===== src/logic/cache_defs.svh =====
`ifndef CACHE_DEFS_SVH
`define CACHE_DEFS_SVH

// byte address width on the processor port and the memory bus.
`define ADDR_BITS 32

// set index width.
`define INDEX_BITS 4

// number of sets, one per index value.
`define CACHE_SETS 16

// tag width; the low 3 address bits select a byte inside the doubleword line.
`define TAG_BITS (`ADDR_BITS - `INDEX_BITS - 3)

// depth of the write-back queue.
`define RETIRE_SIZE 4

`endif

===== src/logic/cache_pkg.sv =====
`include "cache_defs.svh"

package cache_pkg;

	typedef struct packed {
		logic [`TAG_BITS-1:0]   tag;
		logic [`INDEX_BITS-1:0] idx;
		logic [2:0]             offset;
	} addr_fields_t;

	// the bus sees a plain word, the cache splits it into tag, set and offset.
	typedef union packed {
		logic [`ADDR_BITS-1:0] word;
		addr_fields_t          fields;
	} mem_addr_t;

	typedef struct packed {
		logic                 valid;
		logic                 dirty;
		logic [`TAG_BITS-1:0] tag;
		logic [63:0]          data;
	} cache_line_t;

	typedef struct packed {
		logic        valid;
		mem_addr_t   address; // line address of the victim, offset zero.
		logic [63:0] data;
	} retire_entry_t;

endpackage


===== src/logic/bus_pkg.sv =====
package bus_pkg;

	// command on the shared memory bus.
	typedef enum logic [1:0] {
		BUS_NONE  = 2'h0,
		BUS_LOAD  = 2'h1,
		BUS_STORE = 2'h2
	} bus_command_t;

	// memory answers a command with a nonzero tag when it takes it.
	// The same tag comes back later with the data of a load.
	typedef logic [3:0] mem_tag_t;

endpackage


===== src/logic/mem_bus_arbiter.sv =====
`timescale 1ns/1ns
`include "cache_defs.svh"

module mem_bus_arbiter import bus_pkg::*, cache_pkg::*; (
	input  logic                  clock,
	input  logic                  reset,
	input  logic                  fill_req,
	input  mem_addr_t             fill_addr,
	output logic                  fill_accept,
	output logic                  fill_valid,
	output logic [63:0]           fill_data,
	input  bus_command_t          wb_command,
	input  mem_addr_t             wb_addr,
	input  logic [63:0]           wb_data,
	output mem_tag_t              wb_response,
	output bus_command_t          mem_command,
	output logic [`ADDR_BITS-1:0] mem_addr,
	output logic [63:0]           mem_data,
	input  mem_tag_t              mem_response,
	input  mem_tag_t              mem_tag,
	input  logic [63:0]           mem_rdata
);

	logic grant_fill;
	logic load_busy; // a load was accepted and its data is still out.
	mem_tag_t load_tag;

	// fill loads win; only one of them is ever outstanding.
	assign grant_fill = fill_req && !load_busy;

	assign mem_command = grant_fill ? BUS_LOAD : wb_command;
	assign mem_addr = grant_fill ? fill_addr.word : wb_addr.word;
	assign mem_data = grant_fill ? '0 : wb_data;

	assign fill_accept = grant_fill && (mem_response != '0);
	assign wb_response = grant_fill ? '0 : mem_response;

	assign fill_valid = load_busy && (mem_tag == load_tag);
	assign fill_data = mem_rdata;

	always_ff @(posedge clock) begin
		if (reset) begin
			load_busy <= 1'b0;
		end else if (fill_accept) begin
			load_busy <= 1'b1;
		end else if (fill_valid) begin
			load_busy <= 1'b0;
		end
	end

	always_ff @(posedge clock) begin
		if (fill_accept) load_tag <= mem_response;
	end

endmodule


===== config.mk =====
export PLATFORM = sky130hd
export DESIGN_NAME = mem_bus_arbiter
export DESIGN_NICKNAME = d
export VERILOG_FILES = /design/src/logic/cache_pkg.sv /design/src/logic/bus_pkg.sv /design/src/logic/mem_bus_arbiter.sv
export VERILOG_INCLUDE_DIRS = /design/src /design/src/logic
export SDC_FILE = /design/constraint.sdc
export NUM_CORES = 1
export LEC_CHECK = 0
export ABC_AREA = 1
export ABC_CLOCK_PERIOD_IN_PS = 1400
export BUFFER_PORTS_ARGS = -buffer_cell sky130_fd_sc_hd__buf_2
export CAP_MARGIN = 20
export CORE_AREA = 2 2 147 149
export DETAILED_ROUTE_END_ITERATION = 16
export DIE_AREA = 0 0 149 151
export PLACE_DENSITY = 0.39
export SETUP_SLACK_MARGIN = 0.3
export SLEW_MARGIN = 20
export SYNTH_ARGS = -nofsm -noshare
export SYNTH_HDL_FRONTEND = slang
export SYNTH_SLANG_ARGS = --single-unit

===== constraint.sdc =====
create_clock -name clock -period 1.4 [get_ports clock]
set_input_delay 0.21 -clock clock [delete_from_list [all_inputs] [get_ports clock]]
set_output_delay 0.21 -clock clock [all_outputs]
set_load 0.02 [all_outputs]

# Yosys cells after proc, flatten, opt, wreduce, memory -nomap -nowiden
# Cells that the tools add are included.
# word_totals
wordCells	15
in_bits	205
reg_bits	5
# classes
n_eq_ne	1
n_mux	6
reduce_logical	6
# ops
op	count
two-way mux 64 bit	1
two-way mux 32 bit	1
== test 4 bit	1
two-way mux 4 bit	1
nonzero test 4 bit	1
logical AND 1 bit	3
two-way mux 1 bit	2
two-way mux 2 bit	1
nonzero test 2 bit	1
logical NOT 1 bit	1

# Depth between registers and ports, before layout
# logic_depth
word_depth	4
depth_mapped	7
depth_no_buf	7

# Least setup slack after synthesis
# No wires, ideal clock.
# synth_path
path_kind	register -> output
startpoint	reg load_busy
endpoint	out mem_data[39]
t_arrival_ps	1059
t_required_ps	1190
setup_slack_ps	131
path_stages_with_launch	7
n_path_buf	2
cell_sequence	dfxtp_1 inv_2 nand2_2 inv_2 buf_6 buf_6 nor2_1
# synth_between
elab_chain_len	3
# synth_lines
element	line	rtl
from (decl)	mem_bus_arbiter.sv:25	logic load_busy;
from (signal assigned)	mem_bus_arbiter.sv:43	load_busy <= 1'b0;
from (signal assigned)	mem_bus_arbiter.sv:45	load_busy <= 1'b1;
from (signal assigned)	mem_bus_arbiter.sv:47	load_busy <= 1'b0;
logical NOT 1 bit	mem_bus_arbiter.sv:29	assign grant_fill = fill_req && !load_busy;
logical AND 1 bit	mem_bus_arbiter.sv:29	
two-way mux 64 bit	mem_bus_arbiter.sv:33	assign mem_data = grant_fill ? '0 : wb_data;
to (decl)	mem_bus_arbiter.sv:18	output logic [63:0] mem_data,
# Every way passes these cells.

# Worst setup path in the final report
# layout_path
startpoint	reg load_busy
endpoint	out mem_data[0]
# The elaborated chain is that of the path after synthesis.

==> results.cfg <==
[floorplanning]
pin_count = 373
fp-row-count = 53
initial_core_util_pct = 8.52
die_w_um = 149
core-area_sq_mm = 0.0208
fp.dieArea_sq_mm = 0.0225
die_h_um = 151

[synthesis]
yosysUniqueCellTypes = 15
synth_area_leaders = buf_4, nand2_1, inv_1, nor2_1, edfxtp_1
ys_ff_latch = 5
synth_top_area_share_pct = 27.1
yosysWarnings = 0
synth_flop_cell = edfxtp_1
synth_top_cell_by_area = buf_4
ys_top_cells_by_count = nand2_1, inv_1, buf_4
yosysSeqAreaShare_pct = 7.90
ys_async_sr_fraction_pct = 0
synth_edf_count = 4
netlist_instances = 350
yosysMostFrequentCell = nand2_1
postSynthAreaPerCell_sq_um = 5.07
synth_fp_nets = 555
synthesis.area_sq_mm = 0.00177

[placement]
hpwl_um = 7390
routabilityCongestion = 0.673
portBuffers = 244
dp_cells = 801
dp_slack_ps = 49.2

[drt]
wl_per_cell_um = 11.6
drc_errors = 0
avgViaCountPerCell = 3.14
drt_iter0_markers = 42
finalWirelength_um = 9530
first_pass_iters = 4
ant_nets = 0
vias = 2575

[setup_path]
worstSetupStartpoint = load_busy
slowest_delay_ps = 340
crit_chain = inv_4, nand2_8, inv_12, buf_4, buf_16, nor2_4, buf_6
critPathBufInv = 5
critPathArrivalTime_ps = 1300
cp-end-kind = primary output
critPathSlowestCell = dfxtp_2
critical_path.top_delay_family = buffers and inverters
critical_path_peak_fanout = 7
r2r-start = load_busy
worst_setup_path_start_kind = flop
path_class = reg -> out
cp.required_ps = 1190

[layout]
fin_cells = 821
fin_nets = 752
antenna_cells = 0
final_layout_size_suffix_gt1_share_pct = 67.0
area_growth_syn_to_layout_pct = 145

[clock_tree]
h-tree-depth = 1
cts_tree = yes
clock_sinks = 5
clkLatencyLatePin_ps = 230
holdBufCountCts = 0
tritoncts.num_buffers = 3
clk_root_buffer_cell = clkbuf_16
clk_pin_slew_ps = 30
cts_buffer_depth = 2

[global_routing]
grtUsageTotal_pct = 7.54
grt_max_degree = 33
grt_pass1_vias = 2360
grt_pass1_wl_um = 13000
antenna_found_initial = 0
overflow = 0

[sta]
rsz0062_at_grt = yes
setup_tns_ps = -4440
fin_skew_ps = 0.766
maxSlewViolCount = 0
relSlewSlack_pct = 88.5
period_share_pct = 108
fmax_ghz = 0.662
finalCriticalPeriod_ps = 1510
setup_viol = 86
setup_ws_ps = -109
hold_viol_final = 0
worstMarginPinSlew_ps = 172

[power_and_ir_drop]
powerDensity_mw_per_mm2 = 587
p_total_uw = 2550
leakagePower_uw = 0.00241
peakVddDrop_mv = 0.212

[run_status]
status = finished, violations left
violations = setup timing

[flow_run]
drv_cap = 0

[min_path]
hold_path.class = in -> reg
hp-start = reset
==> path summary, 6_finish.rpt <==
path | to | slack [ps] | cells past startpoint
setup / recovery | mem_data[0] | -110 | 7
hold / removal | load_busy | 140 | 2
setup reg to reg | load_tag[0] | 50 | 8
hold reg to reg | load_busy | 490 | 2
==> cell families after synthesis <==
kind of cell | Yosys count | synth area share [%]
DFF | 5 | 7.90
and+or+nand+nor | 185 | 40.8
buffers and inverters | 158 | 50.8
AOI/OAI and AO/OA | 2 | 0.564
==> worst register-to-register path, cell delays in order (launching register included) <==
cell,delay [ps]
dfxtp_2,320
inv_4,70
nand2_8,90
inv_12,110
buf_12,160
o21ai_4,80
inv_4,60
buf_6,80
buf_6,90
==> sequential cells by signal, indices dropped and copies added, names as in the netlist <==
signal / flops
load_busy: 1
load_tag: 4
==> layer usage <==
metal / routed length, um / global-route usage (%) / vias up
met1: 3220 / 7.92 / 1074
li1: - / - / 1296
met5: 0 / 0 / -
met2: 4680 / 12.4 / 195
met4: 114 / 2.19 / 0
met3: 1510 / 4.91 / 10
==> layout by cell type, fill, tap and decap left out <==
cell / netlist / layout
o21ai_4: 0 / 1
inv_8: 0 / 1
inv_12: 0 / 1
nand2_8: 0 / 1
nand2_2: 1 / 14
buf_2: 6 / 162
dfxtp_2: 0 / 1
a21oi_2: 0 / 1
nand2_1: 110 / 94
inv_4: 0 / 2
nor2_1: 63 / 2
nor2_4: 0 / 69
nor2_2: 9 / 1
nand3_1: 1 / 1
clkbuf_1: 0 / 1
buf_12: 0 / 10
or2_1: 1 / 1
inv_1: 78 / 77
buf_6: 8 / 72
nand2_4: 0 / 2
buf_4: 64 / 17
clkbuf_16: 0 / 5
edfxtp_1: 4 / 4
buf_8: 0 / 2
buf_16: 0 / 4
==> through the flow <==
| stage | hold slack [ps] | util [%] | area (sq um) |
|---|---|---|---|
| 3_3_place_gp | 374 | 16.3 | 3380 |
| 5_1_grt | 146 | 20.9 | 4340 |
| 6_report | 143 | 20.9 | 4340 |
| 4_1_cts | 142 | 19.8 | 4120 |
| 2_1_floorplan | 272 | - | 2320 |
| 3_5_place_dp | 379 | 16.3 | 3380 |
==> where the power goes <==
part	switching, uW	internal (uW)
combinational	985	913
sequential	5.92	175
clock	92.3	377
total	1080	1460
==> repair_timing <==
item | CTS | global route
buffers inserted | 6 | 3
gates cloned | 5 | 2
pin swaps | 2 | 3
hold endpoints to repair | 0 | 0
setup endpoints to repair | 108 | 109
gates resized for setup | 154 | 46
==> layout make-up <==
cell class	instances	area, sq um
Sequential cell	5	141
Multi-Input combinational cell	187	1310
Timing Repair Buffer	269	2140
Timing Repair inverter	1	11.3
Inverter	80	318
Clock buffer	4	78.8
Tap cell	275	344
Fill cell	2326	16500
No activity file was read; power rests on OpenSTA's default activity.
