$ cat src/logic/cache_defs.svh
`ifndef CACHE_DEFS_SVH
`define CACHE_DEFS_SVH

// byte address width on the processor port and the memory bus.
`define ADDR_BITS 32

// set index width.
`define INDEX_BITS 4

// number of sets, one per index value.
`define CACHE_SETS 16

// tag width; the low 3 address bits select a byte inside the doubleword line.
`define TAG_BITS (`ADDR_BITS - `INDEX_BITS - 3)

// depth of the write-back queue.
`define RETIRE_SIZE 4

`endif
$ cat src/logic/cache_pkg.sv
`include "cache_defs.svh"

package cache_pkg;

	typedef struct packed {
		logic [`TAG_BITS-1:0]   tag;
		logic [`INDEX_BITS-1:0] idx;
		logic [2:0]             offset;
	} addr_fields_t;

	// the bus sees a plain word, the cache splits it into tag, set and offset.
	typedef union packed {
		logic [`ADDR_BITS-1:0] word;
		addr_fields_t          fields;
	} mem_addr_t;

	typedef struct packed {
		logic                 valid;
		logic                 dirty;
		logic [`TAG_BITS-1:0] tag;
		logic [63:0]          data;
	} cache_line_t;

	typedef struct packed {
		logic        valid;
		mem_addr_t   address; // line address of the victim, offset zero.
		logic [63:0] data;
	} retire_entry_t;

endpackage

$ cat src/logic/bus_pkg.sv
package bus_pkg;

	// command on the shared memory bus.
	typedef enum logic [1:0] {
		BUS_NONE  = 2'h0,
		BUS_LOAD  = 2'h1,
		BUS_STORE = 2'h2
	} bus_command_t;

	// memory answers a command with a nonzero tag when it takes it.
	// The same tag comes back later with the data of a load.
	typedef logic [3:0] mem_tag_t;

endpackage

$ cat src/logic/retire_buffer.sv
`timescale 1ns/1ns
`include "cache_defs.svh"

module retire_buffer import bus_pkg::*, cache_pkg::*; (
	input  logic                   clock,
	input  logic                   reset,
	input  logic                   evict_valid,
	input  cache_line_t            evict_line,
	input  logic [`INDEX_BITS-1:0] evict_idx,
	input  mem_addr_t              lookup_addr,
	output logic                   lookup_hit,
	output bus_command_t           wb_command,
	output mem_addr_t              wb_addr,
	output logic [63:0]            wb_data,
	input  mem_tag_t               wb_response,
	output logic                   full
);

	localparam int PTR_BITS = $clog2(`RETIRE_SIZE) + 1;

	retire_entry_t queue [`RETIRE_SIZE];
	retire_entry_t queue_next [`RETIRE_SIZE];
	logic [PTR_BITS-1:0] tail;
	logic [PTR_BITS-1:0] tail_next;
	logic [PTR_BITS-1:0] write_ptr;
	logic send_request; // a store is on the bus.
	logic request_pending;
	logic update_queue;
	logic enqueue;
	mem_addr_t victim_addr;

	assign full = (tail >= PTR_BITS'(`RETIRE_SIZE - 1));

	// only dirty lines need writing back.
	assign enqueue = evict_valid && evict_line.valid && evict_line.dirty && !full;

	assign request_pending = send_request ? (wb_response == '0) : (tail != '0);
	assign update_queue = send_request && (wb_response != '0);

	assign wb_command = send_request ? BUS_STORE : BUS_NONE;
	assign wb_addr = send_request ? queue[0].address : '0;
	assign wb_data = send_request ? queue[0].data : '0;

	always_comb begin
		victim_addr.fields.tag = evict_line.tag;
		victim_addr.fields.idx = evict_idx;
		victim_addr.fields.offset = 3'b0;
	end

	always_comb begin
		lookup_hit = 1'b0;
		for (int i = 0; i < `RETIRE_SIZE; i++) begin
			if (queue[i].valid &&
			    queue[i].address.word[`ADDR_BITS-1:3] == lookup_addr.word[`ADDR_BITS-1:3]) begin
				lookup_hit = 1'b1;
			end
		end
	end

	always_comb begin
		queue_next = queue;
		tail_next = tail;
		write_ptr = tail;
		if (update_queue) begin
			for (int i = 0; i < `RETIRE_SIZE - 1; i++) begin
				queue_next[i] = queue[i + 1];
			end
			queue_next[`RETIRE_SIZE-1].valid = 1'b0;
			tail_next = tail - 1'b1;
			write_ptr = tail - 1'b1; // the new victim lands behind the shifted entries.
		end
		if (enqueue) begin
			queue_next[write_ptr[PTR_BITS-2:0]].valid = 1'b1;
			queue_next[write_ptr[PTR_BITS-2:0]].address = victim_addr;
			queue_next[write_ptr[PTR_BITS-2:0]].data = evict_line.data;
			tail_next = tail_next + 1'b1;
		end
	end

	always_ff @(posedge clock) begin
		if (reset) begin
			for (int i = 0; i < `RETIRE_SIZE; i++) begin
				queue[i].valid <= 1'b0;
			end
			tail <= '0;
			send_request <= 1'b0;
		end else begin
			queue <= queue_next;
			tail <= tail_next;
			send_request <= request_pending;
		end
	end

endmodule

$ cat config.mk
export PLATFORM = sky130hd
export DESIGN_NAME = retire_buffer
export DESIGN_NICKNAME = d
export VERILOG_FILES = /design/src/logic/cache_pkg.sv /design/src/logic/bus_pkg.sv /design/src/logic/retire_buffer.sv
export VERILOG_INCLUDE_DIRS = /design/src /design/src/logic
export SDC_FILE = /design/constraint.sdc
export NUM_CORES = 1
export LEC_CHECK = 0
export ABC_AREA = 1
export BUFFER_PORTS_ARGS = -buffer_cell sky130_fd_sc_hd__buf_2
export CORE_ASPECT_RATIO = 1.75
export CORE_MARGIN = 2
export CORE_UTILIZATION = 37
export CTS_BUF_LIST = sky130_fd_sc_hd__clkbuf_4 sky130_fd_sc_hd__clkbuf_8
export DETAILED_ROUTE_END_ITERATION = 8
export REMOVE_ABC_BUFFERS = 1
export SLEW_MARGIN = 20
export SYNTH_ARGS = -nofsm -noshare
export SYNTH_HDL_FRONTEND = slang
export SYNTH_SLANG_ARGS = --single-unit
$ cat constraint.sdc
create_clock -name clock -period 9.5 [get_ports clock]
set_clock_uncertainty 0.15 [all_clocks]
set_input_delay 1.9 -clock clock [delete_from_list [all_inputs] [get_ports clock]]
set_output_delay 1.9 -clock clock [all_outputs]
set_load 0.01 [all_outputs]
After elaboration in Yosys (flattened, before gate mapping)
Index checks and enable logic that the tools add are counted.

Bits in registers: 392. Output and inout port bits: 100. Logic and storage cells: 60.

$add $sub $neg: 2. Magnitude comparators: 3. Equality and inequality tests: 4. Muxes and demuxes: 21. Bitwise gates (word level): 2. Reduce and logical (&&, ||, !) cells: 14.

Operators by type and width (number): bitwise mux 388 bit (3); demux 97 bit (select 2 bit) (3); 2-to-1 mux 388 bit (1); 2-to-1 mux 292 bit (1); 2-to-1 mux 64 bit (2); equality test 29 bit (4); 2-to-1 mux 97 bit (1); 2-to-1 mux 96 bit (1); 2-to-1 mux 32 bit (1); logical AND 1 bit (9); 2-to-1 mux 3 bit (2); 2-to-1 mux 1 bit (5); zero test 4 bit (1); nonzero test 4 bit (1); adder 3 x 1 -> 3 bit (second input constant) (1); >= comparator 3 x 2 -> 1 bit (second input constant) (1); >= comparator 3 bit (second input constant) (1); < comparator 3 x 1 -> 1 bit (second input constant) (1); inverter 2 -> 3 bit (1); nonzero test 3 bit (1); subtractor 3 x 1 -> 3 bit (second input constant) (1); 2-to-1 mux 2 bit (1); AND reduction 2 bit (1); zero test 1 bit (1); inverter 1 bit (1).

Logic depth before layout (Yosys ltp)
Word-level depth: 12. Mapped depth: 13. Mapped depth without buffers: 11.

Worst setup path before layout
Ideal clock, no wire load.

Path type: in2reg. Start point: input reset. End point: register tail[0]. Library setup time: 96 ps. Arrival: 8360 ps. Slack: 894 ps. Cell stages on the path: 3. Path buffers: 0. Cells stage by stage: inv_1 o21ai_0 a21oi_1.

RTL lines: start, declared (RTL line retire_buffer.sv:6) `input logic reset,`; end signal, assigned (RTL line retire_buffer.sv:89) `tail <= tail_next;`; end, declared (RTL line retire_buffer.sv:23) `logic [PTR_BITS-1:0] tail;`.

Worst setup path in the final report
Start point: input lookup_addr[20] in the netlist's numbering. End point: output lookup_hit.

Longest elaborated chain between the ends: 6. Elaborated cells on any way between the ends: 12. Classes of those cells: eq/ne: 4; mux: 4; reduce/logical: 4.

RTL lines: start, declared (RTL line retire_buffer.sv:10) `input mem_addr_t lookup_addr,`; equality test 29 bit (RTL line retire_buffer.sv:54) `` queue[i].address.word[`ADDR_BITS-1:3] == lookup_addr.word[`ADDR_BITS-1:3]) begin ``; logical AND 1 bit (RTL line retire_buffer.sv:53) `if (queue[i].valid &&`; 2-to-1 mux 1 bit (3 in series) (RTL line retire_buffer.sv:53); 2-to-1 mux 1 bit (*) (RTL line retire_buffer.sv:53); end, declared (RTL line retire_buffer.sv:11) `output logic lookup_hit,`.

Mark *: on every way between the ends. The rest lies on a longest branch, timed or not.

==> metrics.json <==
{
  "outcome": {"value": "complete, no violations"},
  "critical_path.cell_chain": {"value": "buf_2, inv_1, nand2_1, o21ai_0, nor2_1, nand2_1, nor2_1, nand2_1, nor2_1, nor2_1, nand2_1, buf_2"},
  "grt_antenna_before_repair": {"value": 12},
  "worst-path-max-fanout": {"value": 5},
  "clock_tree_from_tritoncts": {"value": "built"},
  "crit_path_max_incr_delay": {"value": 0.22, "unit": "ns"},
  "number_of_hold_repair_buffers_added_at_the_cts_stage": {"value": 0},
  "fin_total_pwr": {"value": 6.34, "unit": "mW"},
  "core_region_area": {"value": 0.0543, "unit": "mm2"},
  "post-synth-top-area-cell": {"value": "sky130_fd_sc_hd__edfxtp_1"},
  "gp_congestion": {"value": 0.901},
  "drt-vias-per-instance": {"value": 5.25},
  "pre_repair_dr_iteration_count": {"value": 5},
  "synthSimpleGateAreaFrac": {"value": 14.5, "unit": "%"},
  "post_syn_instances": {"value": 2267},
  "clockRootBuffer": {"value": "sky130_fd_sc_hd__clkbuf_8"},
  "worst-endpoint-required": {"value": 7.45, "unit": "ns"},
  "worst_min_path_class": {"value": "reg2reg"},
  "worst-slew-pin-transition": {"value": 1.10, "unit": "ns"},
  "grt_max_degree": {"value": 188},
  "dr.first_iter.drc_count": {"value": 1355},
  "remaining_routing_drc_violations": {"value": 0},
  "worst_setup_hold_path_clk_slew": {"value": 0.06, "unit": "ns"},
  "synth.top_cells.by_area": {"value": "sky130_fd_sc_hd__edfxtp_1, sky130_fd_sc_hd__o22ai_1, sky130_fd_sc_hd__o21ai_0, sky130_fd_sc_hd__nand2_1, sky130_fd_sc_hd__nor2_1"},
  "final.fill_count": {"value": 5493},
  "syn_area": {"value": 0.0203, "unit": "mm2"},
  "synth_mux_area_share": {"value": 0, "unit": "%"},
  "critical_path_arrival": {"value": 3.32, "unit": "ns"},
  "worst-r2r-setup-slack": {"value": 5.21, "unit": "ns"},
  "multi_input_comb_area": {"value": 0.00664, "unit": "mm2"},
  "htree_num_levels": {"value": 2},
  "register_bit_total_from_synthesis": {"value": 392},
  "cellLeakagePower": {"value": 10.1, "unit": "nW"},
  "timing.final.hold_violations": {"value": 0},
  "synthToLayoutAreaGrowth": {"value": 12.6, "unit": "%"},
  "grt_pass1_vias": {"value": 16359},
  "tritoncts.num_buffers": {"value": 61},
  "grt_pass1_wl": {"value": 91.2, "unit": "mm"},
  "dieArea": {"value": 0.0569, "unit": "mm2"},
  "final_util": {"value": 42.1, "unit": "%"},
  "drt_wl_total": {"value": 59.1, "unit": "mm"},
  "max-cap-violations": {"value": 0},
  "setup_violations": {"value": 0},
  "worstSetupEndpointType": {"value": "output pin"},
  "peakVddDrop": {"value": 0.000156, "unit": "V"},
  "fin_area": {"value": 0.0229, "unit": "mm2"},
  "power_density": {"value": 277, "unit": "mW/mm2"},
  "sequential_cell_area": {"value": 0.0117, "unit": "mm2"},
  "cts.sink_count": {"value": 392},
  "whs": {"value": 0.379, "unit": "ns"},
  "placement.io_buffers": {"value": 229},
  "globalRoute.totalOverflow": {"value": 0},
  "synth_seq_area_share": {"value": 57.6, "unit": "%"},
  "insertion_delay": {"value": 0.65, "unit": "ns"},
  "synth_top_cell_area_share": {"value": 56.8, "unit": "%"},
  "slew_viol_final": {"value": 0},
  "fraction_of_the_mapped_netlist_area_in_compound_gates": {"value": 17.4, "unit": "%"},
  "unrepaired_setup_endpoints_after_global_routing": {"value": "no"},
  "synth_warnings": {"value": 0},
  "max_clock_freq": {"value": 186, "unit": "MHz"},
  "ant_nets": {"value": 0},
  "critical_path.startpoint_type": {"value": "primary input"},
  "yosys.cell_types.count": {"value": 24},
  "post_synth_fa_ha_maj_area_fraction": {"value": 0.431, "unit": "%"},
  "post_synth_xor_area_fraction": {"value": 0.172, "unit": "%"},
  "routed-via-count": {"value": 16664},
  "routedWlPerCell": {"value": 18.6, "unit": "um"},
  "postCtsSetupBuffers": {"value": 0},
  "die_w": {"value": 181, "unit": "um"},
  "placed_cell_area": {"value": 0.0217, "unit": "mm2"},
  "critical-path-slowest-cell": {"value": "sky130_fd_sc_hd__o21ai_0"},
  "dpl.hpwl": {"value": 36.1, "unit": "mm"},
  "crit_type": {"value": "in2out"},
  "final_critical_path_required_period": {"value": 5.37, "unit": "ns"},
  "layout-drive-gt1-share": {"value": 14.0, "unit": "%"},
  "largest_family_of_logic_cells_by_synthesized_area": {"value": "compound AO/OA/AOI/OAI gates"},
  "gr-usage-all-layers": {"value": 20.2, "unit": "%"},
  "cts_repair_resize_count": {"value": 0},
  "io-pin-count": {"value": 234},
  "cts.path.max_buffers": {"value": 3},
  "slew_headroom": {"value": 26.5, "unit": "%"},
  "syn_area_per_cell": {"value": 8.96, "unit": "um2"},
  "net_count_final": {"value": 2573},
  "timing.final.crit_share": {"value": 56.5, "unit": "%"},
  "floorplan.initialDensity": {"value": 37.4, "unit": "%"},
  "floorplan.die.height": {"value": 314, "unit": "um"},
  "rows": {"value": 113}
}
==> cells by family after synthesis <==
| family | Yosys count |
|---|---|
| simple gates | 772 |
| compound gates | 633 |
| buf+inv | 458 |
| flops | 392 |
| fa+ha+maj | 7 |
| xor+xnor | 4 |
| other cells | 1 |
==> cell usage after synthesis <==
library cell,count
sky130_fd_sc_hd__nor2_2,1
sky130_fd_sc_hd__edfxtp_1,384
sky130_fd_sc_hd__xor2_1,3
sky130_fd_sc_hd__o21ai_1,7
sky130_fd_sc_hd__nor2_1,372
sky130_fd_sc_hd__nand3_1,4
sky130_fd_sc_hd__buf_2,27
sky130_fd_sc_hd__buf_6,32
sky130_fd_sc_hd__nand2_2,1
sky130_fd_sc_hd__ha_1,7
sky130_fd_sc_hd__nand2_1,390
sky130_fd_sc_hd__a211oi_1,1
sky130_fd_sc_hd__o21ai_0,332
sky130_fd_sc_hd__inv_1,320
sky130_fd_sc_hd__nor2_8,1
sky130_fd_sc_hd__nand2_4,3
sky130_fd_sc_hd__o22ai_1,279
sky130_fd_sc_hd__dfxtp_1,8
sky130_fd_sc_hd__conb_1,1
sky130_fd_sc_hd__xnor2_1,1
sky130_fd_sc_hd__a21oi_1,10
sky130_fd_sc_hd__o211ai_1,4
sky130_fd_sc_hd__buf_4,7
sky130_fd_sc_hd__clkbuf_1,72
==> cells in the final DEF, fill, tap and decap left out, drive strengths merged, types with 3 or more instances in the layout <==
cell      n
o21ai   339
o22ai   279
a21oi    10
diode     3
xor2      3
edfxtp  384
nor2    374
buf     240
ha        7
nand3     4
inv     320
nand2   394
dfxtp     8
o211ai    4
clkinv   23
clkbuf   85
==> metal layers <==
layer,share of wire [%],global-route usage (%)
met4,4.3,9.81
met2,50,35.1
met3,5.9,3.56
met5,0.12,0
met1,40,24.2
==> stage by stage <==
stage,setup TNS [ns],instances,setup WS (ns)
after floorplan,-1586.34,2129,-4.40
after global placement,0,3059,4.01
after detailed placement,0,3059,3.88
after CTS,0,3169,4.14
after global routing,0,3172,4.01
final,0,3172,4.13
==> worst max-delay path, delay by kind of cell <==
family                 cells  cell delay (ns)
AND/OR/NAND/NOR            8             0.85
buffers and inverters      3             0.37
AO/OA/AOI/OAI              1             0.22
==> worst paths after layout <==
| check | to | cells after the start | startpoint |
|---|---|---|---|
| worst max-delay path | lookup_hit | 12 | lookup_addr[20] |
| worst min-delay path | queue[96]$_SDFF_PP0_ | 2 | queue[96]$_SDFF_PP0_ |
| worst max register to register | queue[211]$_DFFE_PN_ | 8 | send_request$_SDFF_PP0_ |
| worst min register to register | queue[96]$_SDFF_PP0_ | 2 | queue[96]$_SDFF_PP0_ |
==> layout make-up <==
class,count,area share (%)
flip-flops and latches,392,51.1
inverters,320,5.31
repair buffers,240,5.50
multi-input cells,1417,29.0
clock inverters,25,0.591
well taps,690,3.77
clock buffers,85,4.65
diodes,3,0.0328
==> where the power goes <==
part	switching (mW)	internal [mW]
registers	0.335	2.63
clock network	0.687	0.745
logic	1.26	0.683
total	2.28	4.05
No activity file was read; power rests on OpenSTA's default activity.
