File: config.mk
export PLATFORM = sky130hd
export DESIGN_NAME = dcache_ctrl
export DESIGN_NICKNAME = d
export VERILOG_FILES = /design/src/logic/cache_pkg.sv /design/src/logic/dcache_ctrl.sv
export VERILOG_INCLUDE_DIRS = /design/src /design/src/logic
export SDC_FILE = /design/constraint.sdc
export NUM_CORES = 1
export LEC_CHECK = 0
export ABC_AREA = 1
export BUFFER_PORTS_ARGS = -buffer_cell sky130_fd_sc_hd__buf_4
export CAP_MARGIN = 15
export CORE_AREA = 3 3 262 264
export CTS_CLUSTER_DIAMETER = 150
export CTS_CLUSTER_SIZE = 40
export DETAILED_ROUTE_END_ITERATION = 10
export DIE_AREA = 0 0 265 267
export GPL_ROUTABILITY_DRIVEN = 0
export SLEW_MARGIN = 40
export SYNTH_ARGS = -nofsm -noshare
export SYNTH_HDL_FRONTEND = slang
export SYNTH_SLANG_ARGS = --single-unit
File: constraint.sdc
create_clock -name clock -period 5 [get_ports clock]
set_input_delay 0.25 -clock clock [delete_from_list [all_inputs] [get_ports clock]]
set_output_delay 0.25 -clock clock [all_outputs]
set_load 0.005 [all_outputs]
File: src/logic/cache_defs.svh
`ifndef CACHE_DEFS_SVH
`define CACHE_DEFS_SVH

// byte address width on the processor port and the memory bus.
`define ADDR_BITS 32

// set index width.
`define INDEX_BITS 4

// number of sets, one per index value.
`define CACHE_SETS 16

// tag width; the low 3 address bits select a byte inside the doubleword line.
`define TAG_BITS (`ADDR_BITS - `INDEX_BITS - 3)

// depth of the write-back queue.
`define RETIRE_SIZE 4

`endif
File: src/logic/cache_pkg.sv
`include "cache_defs.svh"

package cache_pkg;

	typedef struct packed {
		logic [`TAG_BITS-1:0]   tag;
		logic [`INDEX_BITS-1:0] idx;
		logic [2:0]             offset;
	} addr_fields_t;

	// the bus sees a plain word, the cache splits it into tag, set and offset.
	typedef union packed {
		logic [`ADDR_BITS-1:0] word;
		addr_fields_t          fields;
	} mem_addr_t;

	typedef struct packed {
		logic                 valid;
		logic                 dirty;
		logic [`TAG_BITS-1:0] tag;
		logic [63:0]          data;
	} cache_line_t;

	typedef struct packed {
		logic        valid;
		mem_addr_t   address; // line address of the victim, offset zero.
		logic [63:0] data;
	} retire_entry_t;

endpackage

File: src/logic/dcache_ctrl.sv
`timescale 1ns/1ns
`include "cache_defs.svh"

module dcache_ctrl import cache_pkg::*; (
	input  logic                   clock,
	input  logic                   reset,
	input  logic                   proc_req,
	input  logic                   proc_store,
	input  mem_addr_t              proc_addr,
	input  logic [63:0]            proc_wdata,
	output logic                   proc_ack,
	output logic [63:0]            proc_rdata,
	output logic [`INDEX_BITS-1:0] rd_idx,
	input  cache_line_t            rd_way0,
	input  cache_line_t            rd_way1,
	input  logic                   rd_lru,
	output logic                   wr_en,
	output logic                   wr_way,
	output logic [`INDEX_BITS-1:0] wr_idx,
	output cache_line_t            wr_line,
	output logic                   evict_valid,
	output cache_line_t            evict_line,
	output logic [`INDEX_BITS-1:0] evict_idx,
	input  logic                   full,
	output mem_addr_t              lookup_addr,
	input  logic                   lookup_hit,
	output logic                   fill_req,
	output mem_addr_t              fill_addr,
	input  logic                   fill_accept,
	input  logic                   fill_valid,
	input  logic [63:0]            fill_data
);

	localparam logic [2:0] S_IDLE      = 3'd0;
	localparam logic [2:0] S_LOOKUP    = 3'd1;
	localparam logic [2:0] S_EVICT     = 3'd2;
	localparam logic [2:0] S_FILL_REQ  = 3'd3;
	localparam logic [2:0] S_FILL_WAIT = 3'd4;
	localparam logic [2:0] S_RESPOND   = 3'd5;

	logic [2:0] state;
	mem_addr_t req_addr;
	logic req_store;
	logic [63:0] req_wdata;
	logic hit0;
	logic hit1;
	logic hit;
	cache_line_t hit_line;
	logic miss_way;
	logic vic_way;
	cache_line_t vic_line;
	mem_addr_t line_addr;

	// the set is read while idle so that the tags are ready in the lookup state.
	assign rd_idx = (state == S_IDLE) ? proc_addr.fields.idx : req_addr.fields.idx;

	assign hit0 = rd_way0.valid && (rd_way0.tag == req_addr.fields.tag);
	assign hit1 = rd_way1.valid && (rd_way1.tag == req_addr.fields.tag);
	assign hit = hit0 | hit1;
	assign hit_line = hit1 ? rd_way1 : rd_way0;

	// an empty way is used first, otherwise the least recent one.
	assign miss_way = !rd_way0.valid ? 1'b0 : (!rd_way1.valid ? 1'b1 : rd_lru);

	always_comb begin
		line_addr = req_addr;
		line_addr.fields.offset = 3'b0;
	end

	assign lookup_addr = line_addr;
	assign fill_addr = line_addr;
	assign fill_req = (state == S_FILL_REQ) && !lookup_hit; // the old copy must drain first.

	assign evict_valid = (state == S_EVICT) && !full;
	assign evict_line = vic_line;
	assign evict_idx = req_addr.fields.idx;

	always_comb begin
		wr_en = 1'b0;
		wr_way = hit1;
		wr_idx = req_addr.fields.idx;
		wr_line = hit_line;
		if (state == S_LOOKUP && hit) begin
			wr_en = 1'b1; // a load hit is rewritten too, which refreshes the LRU bit.
			if (req_store) begin
				wr_line.dirty = 1'b1;
				wr_line.data = req_wdata;
			end
		end else if (state == S_FILL_WAIT && fill_valid) begin
			wr_en = 1'b1;
			wr_way = vic_way;
			wr_line.valid = 1'b1;
			wr_line.dirty = req_store;
			wr_line.tag = req_addr.fields.tag;
			wr_line.data = req_store ? req_wdata : fill_data;
		end
	end

	always_ff @(posedge clock) begin
		if (reset) begin
			state <= S_IDLE;
			proc_ack <= 1'b0;
		end else begin
			case (state)
				S_IDLE: if (proc_req) state <= S_LOOKUP;
				S_LOOKUP: state <= hit ? S_RESPOND : S_EVICT;
				S_EVICT: if (!full) state <= S_FILL_REQ;
				S_FILL_REQ: if (fill_accept) state <= S_FILL_WAIT;
				S_FILL_WAIT: if (fill_valid) state <= S_RESPOND;
				S_RESPOND: begin
					if (!proc_ack) begin
						proc_ack <= 1'b1;
					end else if (!proc_req) begin
						proc_ack <= 1'b0;
						state <= S_IDLE;
					end
				end
				default: state <= S_IDLE;
			endcase
		end
	end

	always_ff @(posedge clock) begin
		if (state == S_IDLE && proc_req) begin
			req_addr <= proc_addr;
			req_store <= proc_store;
			req_wdata <= proc_wdata;
		end
		if (state == S_LOOKUP) begin
			vic_way <= miss_way;
			vic_line <= miss_way ? rd_way1 : rd_way0;
		end
		if (wr_en) proc_rdata <= wr_line.data; // a store answers with its own data.
	end

endmodule

[Yosys cells after proc, flatten, opt, wreduce, memory -nomap -nowiden]
Index checks and enable logic that the tools add are counted.
Cells by class
  reduce and logical (&&, ||, !) cells: 11
  eq/ne operators: 13
  bitwise logic cells: 1
  muxes and demuxes: 27
Operator list (count)
  $mux 91: 3
  $mux 64: 3
  $eq 25x25->1: 2
  $mux 25: 1
  $mux 3: 7
  $pmux 3 s6: 1
  $ne 2x2->1 const B: 6
  $mux 1: 11
  $logic_and 1x1->1: 7
  $eq 3x2->1 const B: 2
  $eq 3x3->1 const B: 2
  $reduce_and 6->1: 1
  $mux 4: 1
  $eq 3x1->1 const B: 1
  $logic_not 3->1: 1
  $logic_not 1->1: 2
  $or 1x1->1: 1
Word-level totals
  register bits: 257
  logic and storage cells: 63
  bits of input ports: 351
  output and inout bits: 327

[Longest topological paths before layout]
  depth after elaboration: 5
  mapped depth: 15
  depth with buffers taken out: 14

[Least setup slack after synthesis]
No wires, ideal clock.
  kind: register to register
  from: register state[1]
  to: register req_addr[10] (netlist bit), enable pin
  period minus slack after synthesis: 5.149 ns
  library setup time: 0.548 ns
  cell stages (with the launch flop): 4
  setup slack: -0.149 ns
  data arrival time: 4.601 ns
  cell sequence: dfxtp_1 nor2_1 nand2_1 nor2_1
On the way
  longest elaborated chain between the ends: 2
RTL lines
  start: declaration: line dcache_ctrl.sv:41  | logic [2:0] state;
  start signal: assignment: line dcache_ctrl.sv:106  | S_LOOKUP: state <= hit ? S_RESPOND : S_EVICT;
  $logic_not 3->1: line dcache_ctrl.sv:124  | if (state == S_IDLE && proc_req) begin
  $logic_and 1x1->1: line dcache_ctrl.sv:124
  end signal: assignment: line dcache_ctrl.sv:125  | req_addr <= proc_addr;
  end: declaration: line dcache_ctrl.sv:42  | mem_addr_t req_addr;
No other way between the ends.
A chain may end at the register's enable or synchronous reset.

==> run summary <==
The most critical setup path has its endpoint at wr_line[63]. The summed negative setup slack over all endpoints is 0 ns. The worst setup path is captured at an output pin. The number of cells traversed by the worst register-to-register path is 13.

The internal power of the cells totals 4.60 mW. The power after layout came out at 7.21 mW. The critical register-to-register path endpoint is proc_rdata[63].

The slew at the pin closest to its max-slew limit is 0.822 ns. After floorplanning, the core was sized to cover 0.0668 mm^2. The xor/xnor cell area share of the yosys netlist is 0.00471. The count of flip-flops with a built-in enable after synthesis came out at 250. The global-route wire length before repair came out at 95.5 mm. The minimum period implied by the final worst setup slack is 4.09 ns.

The vertical die dimension is 267 um. Summed over all instances, the cell type with the most area after synthesis is sky130_fd_sc_hd__edfxtp_1. The number of synthesis warnings came out at 0. The startpoint type of the worst setup path is a flop.

The worst setup path is of the flop to output pin kind. The vias after detailed routing came out at 15900. The clock slew at the register clock pins of the worst setup and hold paths came out at 0.15 ns. Sorting the synthesized cells by how often they occur yields 889 x sky130_fd_sc_hd__nand2_1, 276 x sky130_fd_sc_hd__inv_1, 250 x sky130_fd_sc_hd__edfxtp_1. The final-layout worst hold slack is 0.0197 ns. In this design, the largest share of critical-path delay is due to simple AND/OR/NAND/NOR gates.

The startpoint identified for the worst register-to-register timing path is req_addr[9]. The standby leakage power is 11.5 nW. Of the total power, the share spent switching nets is 0.362. The synthesized flop and latch total came out at 254. Setup repair after global routing left no endpoint under its margin. The mux cell area share after synthesis is 0.00303. TritonCTS built the clock tree. The die outline width came out at 265 um. Summed over all layers, the routed wires come to 66.6 mm.

Using the TritonRoute via totals, the vias-per-cell ratio works out to 4.37. The total DRC errors in the routed layout is 0. The initial antenna violation count is 6. Dividing total power by cell area gives a power density of 314 mW/mm^2.

In the finished design, the share of the clock period the worst path needs comes to 0.818. Sorting the synthesized cells by area gives the leading types as sky130_fd_sc_hd__edfxtp_1 50%, sky130_fd_sc_hd__nand2_1 22%, sky130_fd_sc_hd__inv_1 7.0%. In this run, CTS created clock tree buffers numbering 11. After the last flow step, the layout net total stands at 3103. The largest net degree at the start of global routing came out at 130.

The number of antenna-violating nets in the routed design came out at 0. The net switching power came out at 2.61 mW. The residual overflow from global routing is 0.

In this run, the number of DRC markers left after iteration 0 of detailed routing was 1079. The area fraction in and, or, nand and nor cells after synthesis came out at 0.301. The most common cell in the netlist is sky130_fd_sc_hd__nand2_1. The post-synthesis compound-gate area fraction came out at 0.0541. The number of slew-limit violations in the final report came out at 0. The tightest slew margin relative to the limit came out at 0.452. The number of inserted filler cells in the final layout is 7080.

The number of H-tree levels came out at 1. Of the total power, registers draw 0.448. The required time at the worst-slack endpoint came out at 4.75 ns. The path length in cells of the critical path is 14. The max-capacitance violation count is 0. Setup violations remaining at the end of the flow were counted as 0. The total number of clock tree sinks is 254. The fraction of synthesis flops using an asynchronous set or reset pin is 0.

The total global-route track usage came out at 0.178. The critical path data arrival time came out at 3.84 ns. The netlist uses 36 different library cells. The total count of hold-check failures in the final report is 0. The leading register cell type out of synthesis is sky130_fd_sc_hd__edfxtp_1. The half-perimeter wire length of the detailed placement result is 48.4 mm.

The growth of design area from synthesis to finish is 54.4%. By instance count, the cell type seen most on the critical path is sky130_fd_sc_hd__nand2_1. The upper clock frequency limit came out at 244 MHz. The worst ir drop on vdd came out at 325 uV. The sequential share of the synthesized area came out at 0.510.

The adder-cell area share of the yosys netlist came out at 0. In this run the core area contains 95 standard-cell rows. Synthesis handed over a netlist of 1967 instances.

The critical path starts at req_addr[9]. The number of search-and-repair iterations in the first detailed-routing pass is 5. Of the cells placed in the final design, the portion with a size suffix greater than 1 is 0.271. The combinational power share came out at 0.378. Summing every instance area after synthesis gives 0.0149 mm^2. The combinational family with the most area after synthesis is simple AND/OR/NAND/NOR gates. Along the worst path, the maximum fanout reaches 52. 678 I/O pins were placed. No sink is reached through more buffers than the 3 on the longest clock path.

The number of global-route vias before repair is 15300. The area enclosed by the die boundary came out at 0.0708 mm^2. In the final routed layout, each cell accounts on average for 18.3 um. For this design, the slowest cell found on the critical path is sky130_fd_sc_hd__buf_4. Clock tree synthesis selected as its root buffer the cell sky130_fd_sc_hd__clkbuf_16. The largest single stage delay on the critical path is 0.64 ns. The effective utilization at floorplan came out at 0.223. The flow ran to the end, and the final reports show no timing, DRC or antenna violations.

The average footprint of a synthesized cell is 7.56 um^2. In this run the worst hold path is classified as input pin to flop. Clock skew on the completed layout was measured at 0.0417 ns.

The later pin in the worst-skew pair is clocked with a latency of 0.55 ns. The register-to-register setup slack is 1.68 ns. The combined buffer and inverter count along the critical path is 4. The clock network fraction of design power is 0.174. Walking the worst path, the cells encountered are inv_2 -> nand2_1 -> o21ai_1 -> nor2_1 -> nand2_1 -> nor2_2 -> nand3_4 -> nand2_4 -> buf_4 -> nand3_1 -> nand2_1 -> inv_1 -> nand2_1 -> buf_4. The fraction of synthesized cell area taken by the top area cell type is 0.505. Buffers placed on the I/O ports in this run total 668.
-- flip-flops by register name, indices dropped and copies added (netlist names) --
| signal | count |
|---|---|
| evict_line | 91 |
| proc_rdata | 64 |
| req_wdata | 64 |
| req_addr | 29 |
| state | 3 |
| proc_ack | 1 |
| req_store | 1 |
| vic_way | 1 |
-- final cells by class --
cell class | count | area [um^2] | share of cell area
timing repair buffer | 901 | 7340 | 0.320
clock inverter | 6 | 81.3 | 0.00354
tap | 873 | 1090 | 0.0476
clock buffer | 11 | 275 | 0.0120
inverter | 292 | 1100 | 0.0480
multi-input combinational | 1292 | 5470 | 0.238
antenna | 2 | 5.00 | 0.000218
sequential | 254 | 7590 | 0.330
-- worst reg2reg max path: cells and delay by family, from the launching register on --
family	cells	cell delay [ns]
flops	1	0.50
simple gates	9	1.76
buf+inv	3	0.78
compound gates	1	0.10
-- power groups by stage --
stage          Sequential, mW  Combinational (mW)  Clock (mW)
6_report                 3.23                2.72        1.26
5_1_grt                  3.28                2.99        1.37
4_1_cts                  3.24                2.75        1.31
3_5_place_dp             3.28                2.58           0
3_3_place_gp             3.27                2.56           0
2_1_floorplan            3.31                1.14           0
-- cell usage in the layout (no fill, tap or decap), types with 5 or more instances in the layout --
master	count
sky130_fd_sc_hd__dlygate4sd3_1	212
sky130_fd_sc_hd__clkbuf_16	11
sky130_fd_sc_hd__a21oi_1	8
sky130_fd_sc_hd__xnor2_1	5
sky130_fd_sc_hd__inv_2	14
sky130_fd_sc_hd__nand4_1	13
sky130_fd_sc_hd__conb_1	6
sky130_fd_sc_hd__nand2_1	888
sky130_fd_sc_hd__inv_1	276
sky130_fd_sc_hd__nand2_2	10
sky130_fd_sc_hd__nor2_1	47
sky130_fd_sc_hd__nand3_1	141
sky130_fd_sc_hd__buf_4	685
sky130_fd_sc_hd__o21ai_1	24
sky130_fd_sc_hd__edfxtp_1	250
sky130_fd_sc_hd__o21ai_0	121
-- what timing repair did --
| action | 4_1_cts | 5_1_grt |
|---|---|---|
| hold endpoints to repair | 162 | 0 |
| buffers inserted | 0 | 0 |
| hold buffers | 212 | 0 |
| resized for setup | 0 | 0 |
-- metrics by stage --
| step | setup slack, ns | cells | utilization | area (um^2) |
|---|---|---|---|---|
| floorplan | 0.928 | 1972 | - | 14900 |
| global placement | 1.30 | 3399 | 0.306 | 20500 |
| detailed placement | 1.30 | 3399 | 0.306 | 20500 |
| CTS | 0.687 | 3628 | 0.343 | 22900 |
| global route | 0.594 | 3630 | 0.344 | 23000 |
| finish | 0.909 | 3631 | 0.344 | 23000 |
-- per-layer routing --
layer / up-vias / global-route usage / wire [um]
li1: 7672 / - / -
met1: 7377 / 0.223 / 27500
met2: 702 / 0.308 / 32000
met3: 100 / 0.0348 / 5030
met4: 2 / 0.0566 / 2060
met5: - / 0 / 13
-- worst min path at each step --
stage | from | end | slack, ns | cells after the start
final | rd_way1[33] | evict_line[33] | 0.02 | 3
after global routing | rd_way1[33] | evict_line[33] | 0.007 | 3
after CTS | rd_way1[57] | evict_line[57] | 0.002 | 3
after detailed placement | proc_addr[16] | req_addr[16] | 0.43 | 1
after global placement | proc_addr[22] | req_addr[22] | 0.43 | 1
after floorplan | reset | proc_ack | 0.32 | 1
-- cell families (layout without fill, tap and decap cells) --
| family | after synthesis | in the layout |
|---|---|---|
| simple gates | 1115 | 1115 |
| buf+inv | 426 | 1210 |
| flops | 254 | 254 |
| compound gates | 159 | 159 |
| xor+xnor | 8 | 8 |
| mux | 4 | 4 |
| other cells | 1 | 8 |
Note: power is estimated with default switching activity, not from simulation.
